## config.mk

```make
export PLATFORM = sky130hd
export DESIGN_NAME = flowMuxFixedStable
export DESIGN_NICKNAME = d
export VERILOG_FILES = /design/src/design/flowMuxPkg.sv /design/src/design/arbFixed.sv /design/src/design/flowMuxCore.sv /design/src/design/flowMuxFixedStable.sv /design/src/design/flowRegFwd.sv
export SDC_FILE = /design/constraint.sdc
export NUM_CORES = 1
export LEC_CHECK = 0
export ABC_AREA = 1
export BUFFER_PORTS_ARGS = -buffer_cell sky130_fd_sc_hd__buf_2
export CORE_MARGIN = 4
export CORE_UTILIZATION = 37
export DETAILED_ROUTE_END_ITERATION = 12
export MAX_ROUTING_LAYER = met4
export PLACE_DENSITY_LB_ADDON = 0.05
export SYNTH_ARGS = -nofsm -noshare
export SYNTH_HDL_FRONTEND = slang
export SYNTH_SLANG_ARGS = --single-unit
```

## constraint.sdc

```tcl
create_clock -name clk -period 1.86 [get_ports clk]
set_clock_uncertainty 0.2 [all_clocks]
set_input_delay 0.279 -clock clk [delete_from_list [all_inputs] [get_ports clk]]
set_output_delay 0.279 -clock clk [all_outputs]
set_load 0.05 [all_outputs]
```

## src/design/flowMuxPkg.sv

```systemverilog
// Shared sizes and vector types for the fixed-priority flow multiplexer

`default_nettype none

package flowMuxPkg;

  // ----------------------------------------
  // Sizing
  // ----------------------------------------

  // Number of push lanes feeding the mux
  localparam int NumFlows = 4;

  // Bits per data word, same on every lane and on the pop side
  localparam int Width = 16;

  // ----------------------------------------
  // Vector types
  // ----------------------------------------

  // One bit per flow
  // Carries request, canGrant, grant, pushValid and pushReady
  typedef logic [NumFlows-1:0] flowMask_t;

  // A single data word
  typedef logic [Width-1:0] flowData_t;

  // All push words side by side, lane i in element i
  // Packed so it can travel as one port
  typedef flowData_t [NumFlows-1:0] flowDataArr_t;

endpackage : flowMuxPkg

`default_nettype wire

```

## src/design/arbFixed.sv

```systemverilog
// Fixed-priority arbiter, lowest requesting index wins in the same cycle

`timescale 1ns/1ps
`default_nettype none

module arbFixed (
  input  flowMuxPkg::flowMask_t request,
  output flowMuxPkg::flowMask_t canGrant,
  output flowMuxPkg::flowMask_t grant
);

  // ----------------------------------------
  // Priority scan
  // ----------------------------------------

  // Running OR of all requests below the current index
  // Bit i is set when some index lower than i is requesting
  flowMuxPkg::flowMask_t lowerReq;

  always_comb begin
    lowerReq = '0;
    // Index 0 has nothing below it, so it is never blocked
    for (int i = 1; i < flowMuxPkg::NumFlows; i++) begin
      lowerReq[i] = lowerReq[i-1] | request[i-1];
    end
  end

  // An index may win only if no lower index is asking
  // This is independent of the index's own request bit
  assign canGrant = ~lowerReq;

  // ----------------------------------------
  // Grant
  // ----------------------------------------

  // Mask requests with the permission vector
  // At most one bit survives, the lowest set request
  // Higher indices starve while a lower one keeps requesting,
  // which is the intended fixed-priority behavior
  assign grant = request & canGrant;

endmodule : arbFixed

`default_nettype wire

```

## src/design/flowMuxCore.sv

```systemverilog
// Mux core, steers the granted push word toward the output stage and returns push ready

`timescale 1ns/1ps
`default_nettype none

module flowMuxCore (
  // Push lanes
  input  flowMuxPkg::flowMask_t    pushValid,
  input  flowMuxPkg::flowDataArr_t pushData,
  output flowMuxPkg::flowMask_t    pushReady,

  // Arbiter link
  input  flowMuxPkg::flowMask_t    grant,
  output flowMuxPkg::flowMask_t    request,

  // Toward the output register
  output logic                     midValid,
  output flowMuxPkg::flowData_t    midData,
  input  logic                     midReady
);

  // ----------------------------------------
  // Request side
  // ----------------------------------------

  // Every valid lane competes, no extra qualification
  assign request = pushValid;

  // Some lane has a word, so the arbiter is sure to pick one
  assign midValid = |pushValid;

  // ----------------------------------------
  // Data steering
  // ----------------------------------------

  // Each lane's word, zeroed unless that lane holds the grant
  flowMuxPkg::flowDataArr_t laneGated;

  for (genvar g = 0; g < flowMuxPkg::NumFlows; g++) begin : gLane
    // Replicate the grant bit across the word
    assign laneGated[g] = pushData[g] & {flowMuxPkg::Width{grant[g]}};
  end

  // OR the gated words together
  // Grant is onehot or zero, so this yields the winner's word or zero
  always_comb begin
    midData = '0;
    for (int i = 0; i < flowMuxPkg::NumFlows; i++) begin
      midData = midData | laneGated[i];
    end
  end

  // ----------------------------------------
  // Ready return
  // ----------------------------------------

  // Only the winner sees ready, and only when the output stage can take it
  // Losing lanes hold their word until they win
  assign pushReady = grant & {flowMuxPkg::NumFlows{midReady}};

endmodule : flowMuxCore

`default_nettype wire

```

## src/design/flowMuxFixedStable.sv

```systemverilog
// Fixed-priority flow multiplexer with a registered, stable pop side

`timescale 1ns/1ps
`default_nettype none

module flowMuxFixedStable (
  input  logic                     clk,
  input  logic                     rst,

  // Push lanes, lowest index has highest priority
  input  flowMuxPkg::flowMask_t    pushValid,
  output flowMuxPkg::flowMask_t    pushReady,
  input  flowMuxPkg::flowDataArr_t pushData,

  // Pop side, one cycle after the push is accepted
  output logic                     popValid,
  input  logic                     popReady,
  output flowMuxPkg::flowData_t    popData
);

  // ----------------------------------------
  // Internal links
  // ----------------------------------------

  // Arbiter link
  flowMuxPkg::flowMask_t request;
  flowMuxPkg::flowMask_t grant;

  // Core to output register
  logic                  midValid;
  logic                  midReady;
  flowMuxPkg::flowData_t midData;

  // ----------------------------------------
  // Arbitration
  // ----------------------------------------

  // The core only needs the final grant
  arbFixed arbFixed_i (
    .request  (request),
    .canGrant (),
    .grant    (grant)
  );

  // ----------------------------------------
  // Steering
  // ----------------------------------------

  flowMuxCore flowMuxCore_i (
    .pushValid (pushValid),
    .pushData  (pushData),
    .pushReady (pushReady),
    .grant     (grant),
    .request   (request),
    .midValid  (midValid),
    .midData   (midData),
    .midReady  (midReady)
  );

  // ----------------------------------------
  // Output stage
  // ----------------------------------------

  flowRegFwd flowRegFwd_i (
    .clk      (clk),
    .rst      (rst),
    .inValid  (midValid),
    .inData   (midData),
    .inReady  (midReady),
    .outValid (popValid),
    .outData  (popData),
    .outReady (popReady)
  );

endmodule : flowMuxFixedStable

`default_nettype wire

```

## src/design/flowRegFwd.sv

```systemverilog
// Forward flow register, one-entry pipeline stage that holds its word stable until popped

`timescale 1ns/1ps
`default_nettype none

module flowRegFwd (
  input  logic                  clk,
  input  logic                  rst,

  // Upstream side
  input  logic                  inValid,
  input  flowMuxPkg::flowData_t inData,
  output logic                  inReady,

  // Downstream side
  output logic                  outValid,
  output flowMuxPkg::flowData_t outData,
  input  logic                  outReady
);

  // ----------------------------------------
  // Handshake
  // ----------------------------------------

  // Upstream transfer happens this edge
  logic load;

  // Room when empty, or when the held word leaves this same edge
  // This gives one word per cycle under steady flow
  assign inReady = ~outValid | outReady;

  assign load = inValid & inReady;

  // ----------------------------------------
  // Valid flag
  // ----------------------------------------

  // When there is room the flag simply follows the incoming valid
  // A pop with nothing behind it empties the stage
  // Otherwise the flag holds, keeping outValid high through a stall
  always_ff @(posedge clk) begin
    if (rst) begin
      outValid <= 1'b0;
    end else if (inReady) begin
      outValid <= inValid;
    end
  end

  // ----------------------------------------
  // Data register
  // ----------------------------------------

  // Written only on an upstream transfer
  // outData cannot move while outValid waits for outReady
  always_ff @(posedge clk) begin
    if (load) begin
      outData <= inData;
    end
  end

endmodule : flowRegFwd

`default_nettype wire

```

---- Word-level counts from Yosys, hierarchy flattened ----
Index checks and enable logic that the tools add are counted.
word-level totals
  flip-flop bits (word level) ............. 17
  output and inout port bits .............. 21
  input bits .............................. 71
  logic and storage cells ................. 18
operators by class
  bitwise operators ....................... 15
  reductions and logical operators ........ 1
operators by type and width
  operator            number
  16-bit AND          4
  16-bit bitwise OR   3
  4-bit AND           2
  4-bit inverter      1
  4-bit OR reduction  1
  1-bit bitwise OR    3
  1-bit AND           1
  1-bit inverter      1

---- Logic depth before layout (Yosys ltp) ----
  depth in word-level cells ............... 8
  mapped depth ............................ 7
  gate-level depth less buffers ........... 5

---- By module ----
From an unflattened synthesis, not the netlist that was laid out.
unflattened totals
  cell total of the unflattened synthesis .. 202
  area total of the unflattened synthesis .. 1,298.7 sq um
by module, submodules not included
  module       cells an instance  area an instance (sq um)  times used  seq. area each (sq um)
  flowMuxCore  167                705.7                     1           0.0
  flowRegFwd   22                 528.0                     1           500.5
  arbFixed     13                 65.1                      1           0.0

---- Worst setup path after synthesis ----
Ideal clock, no wire load.
  path kind ............................... flip-flop to flip-flop
  start point ............................. reg flowRegFwd_i.outValid
  end point ............................... reg flowRegFwd_i.outData[0] (enable)
  setup slack ............................. -0.222 ns
  cell stages (with the launch flop) ...... 4
  buffers on the path ..................... 0
  setup time .............................. 0.394 ns
  required time ........................... 1.266 ns
  arrival time ............................ 1.488 ns
  period minus slack after synthesis ...... 2.082 ns
  cells stage by stage .................... dfxtp_1 -> inv_1 -> nor2_1 -> a21oi_1
on the way
  longest elaborated chain between the ends .. 3
RTL lines
  element                      line              source
  start: declaration           flowRegFwd.sv:16  output logic outValid,
  start signal: assignment     flowRegFwd.sv:45  outValid <= inValid;
  1-bit inverter               flowRegFwd.sv:30  assign inReady = ~outValid | outReady;
  1-bit bitwise OR             flowRegFwd.sv:30
  1-bit AND                    flowRegFwd.sv:32  assign load = inValid & inReady;
  named net flowRegFwd_i.load  flowRegFwd.sv:26  logic load;
  end signal: assignment       flowRegFwd.sv:57  outData <= inData;
  end: declaration             flowRegFwd.sv:17  output flowMuxPkg::flowData_t outData,
The timed path passes the listed nets, and every way through them passes these cells.
A chain may end at the register's enable or synchronous reset.

---- Worst setup path in the final report ----
  start point ............................. in pushValid[0]
  end point ............................... out pushReady[2]
on the way
  longest elaborated chain between the ends .. 4
RTL lines
  element             line                      source
  start: declaration  flowMuxFixedStable.sv:11  input flowMuxPkg::flowMask_t pushValid,
  1-bit bitwise OR    arbFixed.sv:24            lowerReq[i] = lowerReq[i-1] | request[i-1];
  4-bit inverter      arbFixed.sv:30            assign canGrant = ~lowerReq;
  4-bit AND           arbFixed.sv:40            assign grant = request & canGrant;
  4-bit AND           flowMuxCore.sv:59         assign pushReady = grant & {flowMuxPkg::NumFlows{midReady}};
  end: declaration    flowMuxFixedStable.sv:12  output flowMuxPkg::flowMask_t pushReady,
No other way between the ends.

==> results.yml <==
worst_hold_path:
  min_to: "flowRegFwd_i.outValid$_SDFFE_PP0P_"
  holdPathStages: 3
  hold_start: "rst"
  hold_class: "in -> reg"
sta:
  setup_viol: 0
  drv_slew: 0
  hold_viol: 0
  worstMarginPinSlew_ns: 0.413
  fin_crit_ns: 1.66
  slew_headroom_pct: 72.5
  setup_slack_ns: 0.202
  post-route-period-util_pct: 89.1
  final.setup.tns_ns: 0
  rsz0062_at_grt: "no"
  fmaxAchievable_mhz: 603
detailed_routing:
  drc: 0
  first_pass_iters: 4
  routed_via_density: 4.70
  via_count: 1371
  ant_nets: 0
  wirelength_mm: 3.63
  routedWlPerCell_um: 12.4
  drtIter0Drc: 66
final_layout:
  syn_to_final_growth_pct: 37.0
  final_common_cell: "buf_2"
  final_cell_mix: "91 x buf_2, 40 x nand3_1, 35 x nand2_1"
  nFillCells: 360
  fin_nets: 318
  drive_gt1_share_pct: 47.2
  stdcell_count: 292
  diodes: 0
cts:
  cts.root.buffer_cell: "clkbuf_4"
  clock_latency_ns: 0.28
  cts_buffers: 3
  cts_setup_buffers: 0
  cts_tree: "yes"
  clock-sinks: 17
  clockBufferDepth: 2
  clkTransAtPathRegs_ns: 0.10
  cts_max_level: 1
yosys:
  synth_area_per_cell_um2: 8.05
  synth-seq-cells: 17
  yosysUniqueCellTypes: 19
  synthesis.area_um2: 1280
  yosysSeqAreaShare_pct: 39.1
  syn_inst: 159
  synth_top_cell_by_area: "edfxtp_1"
  ys_warn_count: 0
  yosysTopAreaCellShare_pct: 37.5
  syn_nets: 230
  synth.area.top_cells: "edfxtp_1 38%, nand3_1 16%, nand2_1 10%"
setup_path:
  r2r_end: "flowRegFwd_i.outData[11]$_DFFE_PP_"
  rrSetupSlack_ns: 0.54
  critPathLaunchType: "input port"
  worstPathRequired_ns: 1.38
  cpMaxStageDelayCell: "buf_2"
  reg2reg_depth: 4
  worstPathCellList: "buf_2 -> nor2_8 -> nand2_1 -> nor2_2 -> buf_2"
  path_buf_inv: 2
  worstPathMaxFanout: 18
  criticalPathCategory: "in -> out"
  reg2reg_from: "flowRegFwd_i.outValid$_SDFFE_PP0P_"
  cp_common_cell: "buf_2"
  path_delay_family: "buffers and inverters"
  slowest_delay_ns: 0.26
  critPathCaptureType: "primary output"
  cp.arrival_ns: 1.18
global_route:
  grt_max_degree: 28
  grt_pass1_vias: 1218
  track_usage_pct: 17.1
  grt_pass1_wl_mm: 5.51
  antenna_found_initial: 0
  grt_overflow_total: 0
power:
  combPwrFrac_pct: 38.9
  power_switching_uw: 418
  power.leakage_nw: 0.901
  power_density_nw_per_um2: 623
  swShare_pct: 38.3
  max-vdd-ir-drop_mv: 0.205
  power_frac_seq_pct: 43.5
  p_int_uw: 675
  total_power_mw: 1.09
  p_clk_share_pct: 17.6
floorplan:
  rows: 21
  die-width_um: 66.8
  core_area_um2: 3340
  io_pins: 92
  fp.dieArea_um2: 4460
  start_util_pct: 38.4
  die_h_um: 66.8
placement:
  place.gp.congestion: 0.801
  port_buffers: 91
  post-place-ws_ns: 0.205
  dp_cells: 288
  dpl.hpwl_mm: 2.95
run_status:
  status: "finished, final reports clean"
flow_run:
  cap_violations: 0
-- kinds of logic after synthesis --
group	count (synthesis)	share of synthesized area, %
AOI/OAI and AO/OA	2	0.977
DFF	17	39.1
and+or+nand+nor	107	44.3
buffers and inverters	33	15.6
-- metal layers --
metal	GRT usage, %	vias up	share of wire, %
met4	6.09	0	0.85
met5	-	-	0
li1	-	720	-
met1	23.5	580	44
met2	26.1	69	47
met3	1.52	2	8.0
-- sequential cells by signal, indices dropped and copies added, names as in the netlist --
name,count
flowRegFwd_i.outData,16
flowRegFwd_i.outValid,1
-- synth_stat cells --
cell type / number
a21oi_1: 1
buf_2: 4
buf_4: 2
buf_6: 6
buf_8: 1
clkinv_1: 9
dfxtp_1: 1
edfxtp_1: 16
inv_1: 9
inv_4: 1
inv_6: 1
nand2_1: 35
nand3_1: 40
nand3_2: 9
nand4_1: 16
nor2_1: 5
nor2_2: 1
nor2_8: 1
o21bai_1: 1
-- worst max path at each step --
| stage | startpoint | end | cells past startpoint |
|---|---|---|---|
| after floorplan | pushValid[0] | pushReady[1] | 5 |
| after global placement | pushValid[0] | pushReady[2] | 5 |
| after detailed placement | pushValid[0] | pushReady[2] | 5 |
| after CTS | flowRegFwd_i.outValid$_SDFFE_PP0P_ | pushReady[2] | 4 |
| after global routing | flowRegFwd_i.outValid$_SDFFE_PP0P_ | pushReady[0] | 4 |
| final | pushValid[0] | pushReady[2] | 5 |
-- worst register-to-register path: stages (launching register included) --
cell,delay [ns]
dfxtp_1,0.33
inv_1,0.10
nor2_4,0.07
a21oi_2,0.09
buf_4,0.23
-- stage by stage --
step / utilization, % / area, µm² / hold WS, ns
finish: 52.6 / 1750 / 0.0182
CTS: 52.4 / 1750 / 0.00996
global route: 52.6 / 1750 / 0.0271
global placement: 51.5 / 1720 / 0.325
floorplan: - / 1290 / 0.239
detailed placement: 51.5 / 1720 / 0.324
-- final cells by class --
type | instances | area (µm²) | area share (%)
multi-input combinational | 109 | 593 | 33.8
inverter | 20 | 82.6 | 4.71
sequential | 17 | 500 | 28.5
timing repair buffer | 96 | 493 | 28.1
tap | 46 | 57.6 | 3.28
clock inverter | 1 | 5.00 | 0.285
clock buffer | 3 | 22.5 | 1.28
-- power groups by stage --
stage | registers, mW | clock network, mW | logic, mW
2_1_floorplan | 0.631 | 0 | 0.153
3_3_place_gp | 0.485 | 0 | 0.426
3_5_place_dp | 0.486 | 0 | 0.425
4_1_cts | 0.477 | 0.197 | 0.426
5_1_grt | 0.479 | 0.218 | 0.462
6_report | 0.476 | 0.193 | 0.425
-- what timing repair did --
item,4_1_cts,5_1_grt
setup endpoints to repair,4,1
gates resized for setup,1,1
hold buffers,0,0
Power figures use the tool's default switching activity.
